**src/router_consts.svh**
```systemverilog
`ifndef ROUTER_CONSTS_SVH
`define ROUTER_CONSTS_SVH

// Inputs competing for one output: Local, North, East, West, South.
`define NUM_PORTS 5

// Flit id field width.
`define FLIT_ID_W 3

// Packet length and hold timer width.
`define LEN_W 12

// Payload word carried by each flit.
`define FLIT_W 16

// Flit id code of a header flit.
`define HEAD_ID 1

`endif
```
**src/routerPkg.sv**
```systemverilog
`include "router_consts.svh"

package routerPkg;

  typedef logic [`FLIT_ID_W-1:0] flitId_t;

  // Also used for the timer count.
  typedef logic [`LEN_W-1:0] pktLen_t;

  typedef logic [`FLIT_W-1:0] flitData_t;

  // One-hot arbiter state. Bit n+1 is the grant to input n.
  typedef enum logic [5:0]
  {
    ST_IDLE = 6'b000001,
    ST_L    = 6'b000010,
    ST_N    = 6'b000100,
    ST_E    = 6'b001000,
    ST_W    = 6'b010000,
    ST_S    = 6'b100000
  } arbState_t;

endpackage

```
**src/crossbarMux.sv**
```systemverilog
`include "router_consts.svh"

module crossbarMux
  import routerPkg::*;
(
  input  arbState_t grant,
  input  logic      lReq,
  input  logic      nReq,
  input  logic      eReq,
  input  logic      wReq,
  input  logic      sReq,
  input  flitData_t lData,
  input  flitData_t nData,
  input  flitData_t eData,
  input  flitData_t wData,
  input  flitData_t sData,
  output flitData_t outData,
  output logic      outValid
);

  logic      [`NUM_PORTS-1:0] reqVec;
  flitData_t                  dataArr [`NUM_PORTS];

  assign reqVec = {sReq, wReq, eReq, nReq, lReq};

  assign dataArr[0] = lData;
  assign dataArr[1] = nData;
  assign dataArr[2] = eData;
  assign dataArr[3] = wData;
  assign dataArr[4] = sData;

  // AND-OR select on the one-hot grant. Idle leaves both outputs at zero.
  always_comb
  begin
    outData  = '0;
    outValid = 1'b0;
    for (int i = 0; i < `NUM_PORTS; i++)
    begin
      if (grant[i+1])
      begin
        outData  = outData | dataArr[i];
        outValid = outValid | reqVec[i];
      end
    end
  end

endmodule

```
**config.mk**
```make
export PLATFORM = sky130hd
export DESIGN_NAME = crossbarMux
export DESIGN_NICKNAME = d
export VERILOG_FILES = /design/src/routerPkg.sv /design/src/crossbarMux.sv
export VERILOG_INCLUDE_DIRS = /design/src /design/src/src
export SDC_FILE = /design/constraint.sdc
export NUM_CORES = 1
export LEC_CHECK = 0
export BUFFER_PORTS_ARGS = -buffer_cell sky130_fd_sc_hd__buf_4
export CAP_MARGIN = 0
export CORE_MARGIN = 2
export CORE_UTILIZATION = 23
export DETAILED_ROUTE_END_ITERATION = 7
export PLACE_DENSITY = 0.95
export SLEW_MARGIN = 20
export SYNTH_ARGS = -nofsm -noshare
export SYNTH_HDL_FRONTEND = slang
export SYNTH_SLANG_ARGS = --single-unit
```
**constraint.sdc**
```tcl
create_clock -name vclk -period 0.9
set_input_delay 0.045 -clock vclk [all_inputs]
set_output_delay 0.045 -clock vclk [all_outputs]
set_load 0.02 [all_outputs]
```
==> results of run 1 <==
-- worst paths after layout --
| kind | start | to | slack, ns |
|---|---|---|---|
| worst max-delay path | grant[1] | outData[14] | -0.03 |
| worst min-delay path | wData[15] | outData[15] | 0.40 |
-- what timing repair did --
action | CTS | global route
cloned | 1 | 1
setup endpoints to repair | 9 | 14
pin swaps | 6 | 13
setup buffers | 2 | 0
resized for setup | 9 | 9
hold endpoints to repair | 0 | 0
-- power breakdown --
group	total, µW	internal [µW]	switching, µW	leakage [µW]
registers	0	0	0	0
logic	747	461	286	0.000687
clock network	0	0	0	0
total	747	461	286	0.000687
-- cell families (layout without fill, tap and decap cells) --
group	after synthesis	count (layout)	synth area share (%)
simple gates	17	17	14.3
compound gates	34	34	66.7
buf+inv	10	111	19.0
-- synth_stat cells --
library cell	count	share of area (%)
sky130_fd_sc_hd__nand2_1	17	14
sky130_fd_sc_hd__buf_2	5	5.6
sky130_fd_sc_hd__a222oi_1	17	38
sky130_fd_sc_hd__buf_8	1	3.4
sky130_fd_sc_hd__a22oi_1	17	29
sky130_fd_sc_hd__buf_6	4	10
-- layer usage --
layer / vias up / part of all wire (%) / wire, µm / track usage, %
met3: 6 / 7.1 / 216 / 2.26
met2: 63 / 56 / 1700 / 38.7
li1: 477 / - / - / -
met1: 451 / 36 / 1110 / 27.0
met4: 0 / 1.1 / 33 / 3.78
met5: - / 0 / 0 / 0
-- worst max-delay path, stage by stage --
cell                       delay, ns
sky130_fd_sc_hd__buf_12         0.11
sky130_fd_sc_hd__a222oi_1       0.45
sky130_fd_sc_hd__nand2_1        0.12
sky130_fd_sc_hd__buf_6          0.16
-- cell type report --
| class | count | area share (%) |
|---|---|---|
| multi-input cells | 51 | 27.2 |
| repair buffers | 111 | 70.5 |
| well taps | 25 | 2.35 |
-- stage by stage --
step                      hold WS [ns]  setup WS [ns]  power, µW
after global placement           0.403        -0.0560        654
final                            0.399        -0.0264        747
after floorplan                  0.290         0.0981        275
after global routing             0.422        -0.0734        791
after detailed placement         0.406        -0.0800        670
after CTS                        0.406        -0.0234        708
==> impl_metrics.sql, run 1 <==
INSERT INTO impl_metrics (metric_group, metric, value, unit) VALUES
('placed_design', 'place_hpwl', '2300', 'µm'),
('logic_synthesis', 'synth_cell_area', '447', 'µm²'),
('cells_and_area', 'antenna_cells', '0', ''),
('cells_and_area', 'finish.cell_count_without_fillers', '187', ''),
('cells_and_area', 'layout-drive-gt1-share', '68.5', '%'),
('logic_synthesis', 'ys_types', '6', ''),
('detailed_routing', 'detailed_route_vias_per_instance', '5.33', ''),
('logic_synthesis', 'avgSynthCellArea', '7.32', 'µm²'),
('grt', 'grt_start_max_net_pins', '18', ''),
('sta', 'setup_slack', '-0.0264', 'ns'),
('logic_synthesis', 'synth_warnings', '0', ''),
('detailed_routing', 'routed_wl', '3050', 'µm'),
('clocking', 'cts_hold_buffers', '0', ''),
('worst_setup_path', 'crit_path_max_fanout', '8', ''),
('floorplanning', 'fp.coreArea', '1780', 'µm²'),
('grt', 'grt_pass1_vias', '819', ''),
('placed_design', 'dp_cells', '183', ''),
('sta', 'timing.final.setup_violations', '3', ''),
('worst_setup_path', 'worstSetupStartpointType', 'input pin', ''),
('cells_and_area', 'layout.core_utilization', '74.6', '%'),
('cells_and_area', 'most_common_cell_after_layout_fill_and_taps_aside', 'sky130_fd_sc_hd__buf_4', ''),
('floorplanning', 'num_rows', '15', ''),
('power_and_ir_drop', 'static_leak', '0.000687', 'µW'),
('detailed_routing', 'post-route-drc-count', '0', ''),
('hold_path', 'hold_path.class', 'input pin to output pin', ''),
('floorplanning', 'die-height', '48.1', 'µm'),
('detailed_routing', 'detail_route.first_pass.iterations', '6', ''),
('cells_and_area', 'final_nets', '255', ''),
('cells_and_area', 'multiInputGateArea', '362', 'µm²'),
('sta', 'fin_tns_setup', '-0.0448', 'ns'),
('sta', 'max_freq', '1080', 'MHz'),
('sta', 'worst_slew_margin_rel', '71.4', '%'),
('cells_and_area', 'stdcell_area', '1330', 'µm²'),
('floorplanning', 'die-width', '48.1', 'µm'),
('cells_and_area', 'layout.sequential_cells', '0', ''),
('placed_design', 'buffers_on_ports', '107', ''),
('hold_path', 'timing.hold.worst_path_depth', '4', ''),
('worst_setup_path', 'critical_path_required', '0.85', 'ns'),
('sta', 'finalMaxSlewViolations', '0', ''),
('sta', 'period_share', '103', '%'),
('cells_and_area', 'highest_count_cells_in_the_layout_ignoring_fill_and_taps', 'sky130_fd_sc_hd__buf_4, sky130_fd_sc_hd__a222oi_1, sky130_fd_sc_hd__a22oi_1, sky130_fd_sc_hd__nand2_1, sky130_fd_sc_hd__buf_6', ''),
('worst_setup_path', 'worstSetupEndpointType', 'output pin', ''),
('detailed_routing', 'initialDrtViolationCount', '80', ''),
('cells_and_area', 'synthToLayoutAreaGrowth', '198', '%'),
('logic_synthesis', 'syn-num-nets', '152', ''),
('sta', 'worst_slew_pin_slew', '0.430', 'ns'),
('floorplanning', 'io_pins', '108', ''),
('logic_synthesis', 'yosysSeqAreaShare', '0', '%'),
('detailed_routing', 'drt-wirelength-per-cell', '16.3', 'µm'),
('detailed_routing', 'detailroute.via_count', '997', ''),
('worst_setup_path', 'critical_path_class', 'input pin to output pin', ''),
('worst_setup_path', 'worstPathArrival', '0.88', 'ns'),
('sta', 'shortest_clock_period_the_worst_path_allows_after_layout', '0.926', 'ns'),
('placed_design', 'routabilityCongestion', '0.645', ''),
('floorplanning', 'initial_utilization', '25.1', '%'),
('outcome', 'violated_checks', 'setup timing', ''),
('power_and_ir_drop', 'power_density', '562', 'nW/µm²'),
('logic_synthesis', 'synthesis.instances', '61', ''),
('power_and_ir_drop', 'ir_worst_vdd', '0.424', 'mV'),
('grt', 'global_route.overflow_total', '0', ''),
('detailed_routing', 'final_antenna_net_count', '0', ''),
('sta', 'grt_setup_unrepaired', 'true', ''),
('grt', 'grt_antenna_before_repair', '0', ''),
('grt', 'global_route.usage.total', '21.3', '%'),
('cells_and_area', 'layout.filler_cells', '146', ''),
('outcome', 'result_of_the_run', 'finished with violations', ''),
('cells_and_area', 'number_of_clock_buffer_instances_in_the_layout', '0', ''),
('placed_design', 'dpl_cell_area', '1200', 'µm²'),
('cells_and_area', 'seq_area', '0', 'µm²'),
('flow_run', 'maxCapViolCount', '0', ''),
('sta', 'hold_viol', '0', ''),
('grt', 'grt_first_pass_wirelength', '3560', 'µm'),
('floorplanning', 'dieArea', '2310', 'µm²');
Note: power is estimated with default switching activity, not from simulation.
==> run 2, diff against run 1 <==
Settings changed: SETUP_SLACK_MARGIN set to 0.02, SLEW_MARGIN 20 to unset.
==> run 2 against run 1 <==
  * The flow still finishes with violations (setup timing)
  * Worst setup slack gained 0.0032 ns
  * Power grew 2.3%
  * Critical path depth is the same
  * Clock-buffer cell count is the same
  * Via count shrank 1.3%
  * Sequential share of layout area is the same
  * Critical endpoint is now outData[10]
  * Highest routed layer unchanged
==> impl_metrics.sql, run 2 (synthesized netlist as in run 1, its figures left out) <==
INSERT INTO impl_metrics (metric_group, metric, value, unit) VALUES
('outcome', 'result_of_the_run', 'finished with violations', ''),
('outcome', 'violated_checks', 'setup timing', ''),
('grt', 'global_route.usage.total', '22.3', '%'),
('sta', 'grt_setup_unrepaired', 'true', ''),
('worst_setup_path', 'critical_path_required', '0.85', 'ns'),
('cells_and_area', 'layout-drive-gt1-share', '68.5', '%'),
('cells_and_area', 'layout.sequential_cells', '0', ''),
('placed_design', 'buffers_on_ports', '107', ''),
('hold_path', 'timing.hold.worst_path_depth', '4', ''),
('worst_setup_path', 'crit_path_max_fanout', '8', ''),
('floorplanning', 'die-width', '48.1', 'µm'),
('cells_and_area', 'final_nets', '255', ''),
('detailed_routing', 'post-route-drc-count', '0', ''),
('grt', 'grt_start_max_net_pins', '18', ''),
('cells_and_area', 'number_of_clock_buffer_instances_in_the_layout', '0', ''),
('grt', 'grt_antenna_before_repair', '0', ''),
('cells_and_area', 'highest_count_cells_in_the_layout_ignoring_fill_and_taps', 'sky130_fd_sc_hd__buf_4, sky130_fd_sc_hd__buf_6, sky130_fd_sc_hd__a222oi_1, sky130_fd_sc_hd__a22oi_1, sky130_fd_sc_hd__nand2_1', ''),
('cells_and_area', 'seq_area', '0', 'µm²'),
('worst_setup_path', 'max_stage_delay', '0.44', 'ns'),
('detailed_routing', 'detailroute.via_count', '984', ''),
('placed_design', 'place_hpwl', '2300', 'µm'),
('worst_setup_path', 'worstSetupStartpointType', 'input pin', ''),
('floorplanning', 'initial_utilization', '25.1', '%'),
('sta', 'worst_slew_pin_slew', '0.426', 'ns'),
('sta', 'max_freq', '1080', 'MHz'),
('hold_path', 'hold_path_end', 'outData[0]', ''),
('detailed_routing', 'initialDrtViolationCount', '89', ''),
('sta', 'fin_tns_setup', '-0.0232', 'ns'),
('floorplanning', 'fp.coreArea', '1780', 'µm²'),
('detailed_routing', 'routed_wl', '3120', 'µm'),
('grt', 'grt_pass1_vias', '835', ''),
('worst_setup_path', 'crit_path_top_delay_cell', 'sky130_fd_sc_hd__a222oi_1', ''),
('worst_setup_path', 'setup.worst_path.start', 'grant[1]', ''),
('power_and_ir_drop', 'static_leak', '0.000700', 'µW'),
('sta', 'timing.final.setup_violations', '1', ''),
('clocking', 'cts_hold_buffers', '0', ''),
('sta', 'setup_slack', '-0.0232', 'ns'),
('detailed_routing', 'final_antenna_net_count', '0', ''),
('worst_setup_path', 'worstPathArrival', '0.88', 'ns'),
('sta', 'worst_slew_margin_rel', '71.6', '%'),
('detailed_routing', 'drt-wirelength-per-cell', '16.7', 'µm'),
('placed_design', 'dpl_cell_area', '1200', 'µm²'),
('cells_and_area', 'layout.filler_cells', '136', ''),
('hold_path', 'hold_path_startpoint', 'wData[0]', ''),
('cells_and_area', 'synthToLayoutAreaGrowth', '205', '%'),
('cells_and_area', 'antenna_cells', '0', ''),
('sta', 'period_share', '103', '%'),
('grt', 'global_route.overflow_total', '0', ''),
('grt', 'grt_first_pass_wirelength', '3710', 'µm'),
('floorplanning', 'num_rows', '15', ''),
('sta', 'hold_viol', '0', ''),
('floorplanning', 'dieArea', '2310', 'µm²'),
('power_and_ir_drop', 'ir_worst_vdd', '0.445', 'mV'),
('floorplanning', 'io_pins', '108', ''),
('hold_path', 'hold_path.class', 'input pin to output pin', ''),
('worst_setup_path', 'worstSetupEndpointType', 'output pin', ''),
('flow_run', 'maxCapViolCount', '0', ''),
('cells_and_area', 'most_common_cell_after_layout_fill_and_taps_aside', 'sky130_fd_sc_hd__buf_4', ''),
('worst_setup_path', 'path_cells', 'buf_12, a222oi_1, nand2_1, buf_6', ''),
('sta', 'shortest_clock_period_the_worst_path_allows_after_layout', '0.923', 'ns'),
('detailed_routing', 'detailed_route_vias_per_instance', '5.26', ''),
('cells_and_area', 'stdcell_area', '1360', 'µm²'),
('power_and_ir_drop', 'power_density', '561', 'nW/µm²'),
('sta', 'finalMaxSlewViolations', '0', ''),
('detailed_routing', 'detail_route.first_pass.iterations', '4', ''),
('floorplanning', 'die-height', '48.1', 'µm'),
('worst_setup_path', 'critical_path_class', 'input pin to output pin', ''),
('cells_and_area', 'layout.core_utilization', '76.5', '%'),
('placed_design', 'routabilityCongestion', '0.645', '');
==> run 2: layer usage <==
metal,wire length (µm),GRT usage (%),part of all wire (%),vias to the layer above
li1,-,-,-,477
met1,1120,28.1,36,443
met2,1710,40.3,55,58
met3,239,2.64,7.7,6
met4,52,4.86,1.7,0
met5,0,0,0,-
==> run 2: how the worst max path moves through the flow <==
stage	to	slack (ns)	cells past startpoint
6_report	outData[10]	-0.02	4
5_1_grt	outData[5]	-0.1	4
4_1_cts	outData[12]	-0.02	4
3_5_place_dp	outData[12]	-0.08	4
3_3_place_gp	outData[10]	-0.06	4
2_1_floorplan	outData[10]	0.1	4
==> run 2: timing repair <==
item | 4_1_cts | 5_1_grt
pin swaps | 7 | 17
endpoints found under the setup margin | 11 | 15
gates resized for setup | 14 | 13
gates cloned | 1 | 1
setup buffers | 2 | 0
==> run 2: through the flow <==
step	power, µW	cells	worst slack (ns)	hold slack (ns)
final	765	187	-0.0232	0.396
after global placement	654	183	-0.0560	0.403
after global routing	814	187	-0.0953	0.421
after floorplan	275	61	0.0981	0.290
after detailed placement	670	183	-0.0800	0.406
after CTS	719	186	-0.0234	0.399
==> run 2: final cells by class <==
cell class	instances	area, µm²	share of cell area (%)
timing repair buffer	111	971	71.2
tap	25	31.3	2.29
multi-input combinational	51	362	26.5
==> run 2: power by group <==
group	total (µW)	internal (µW)	switching, µW
registers	0	0	0
clock network	0	0	0
logic	765	477	288
==> run 2: worst max-delay path, delay by kind of cell <==
| kind | cells | cell delay [ns] |
|---|---|---|
| AOI/OAI and AO/OA | 1 | 0.44 |
| buffers and inverters | 2 | 0.26 |
| and+or+nand+nor | 1 | 0.12 |
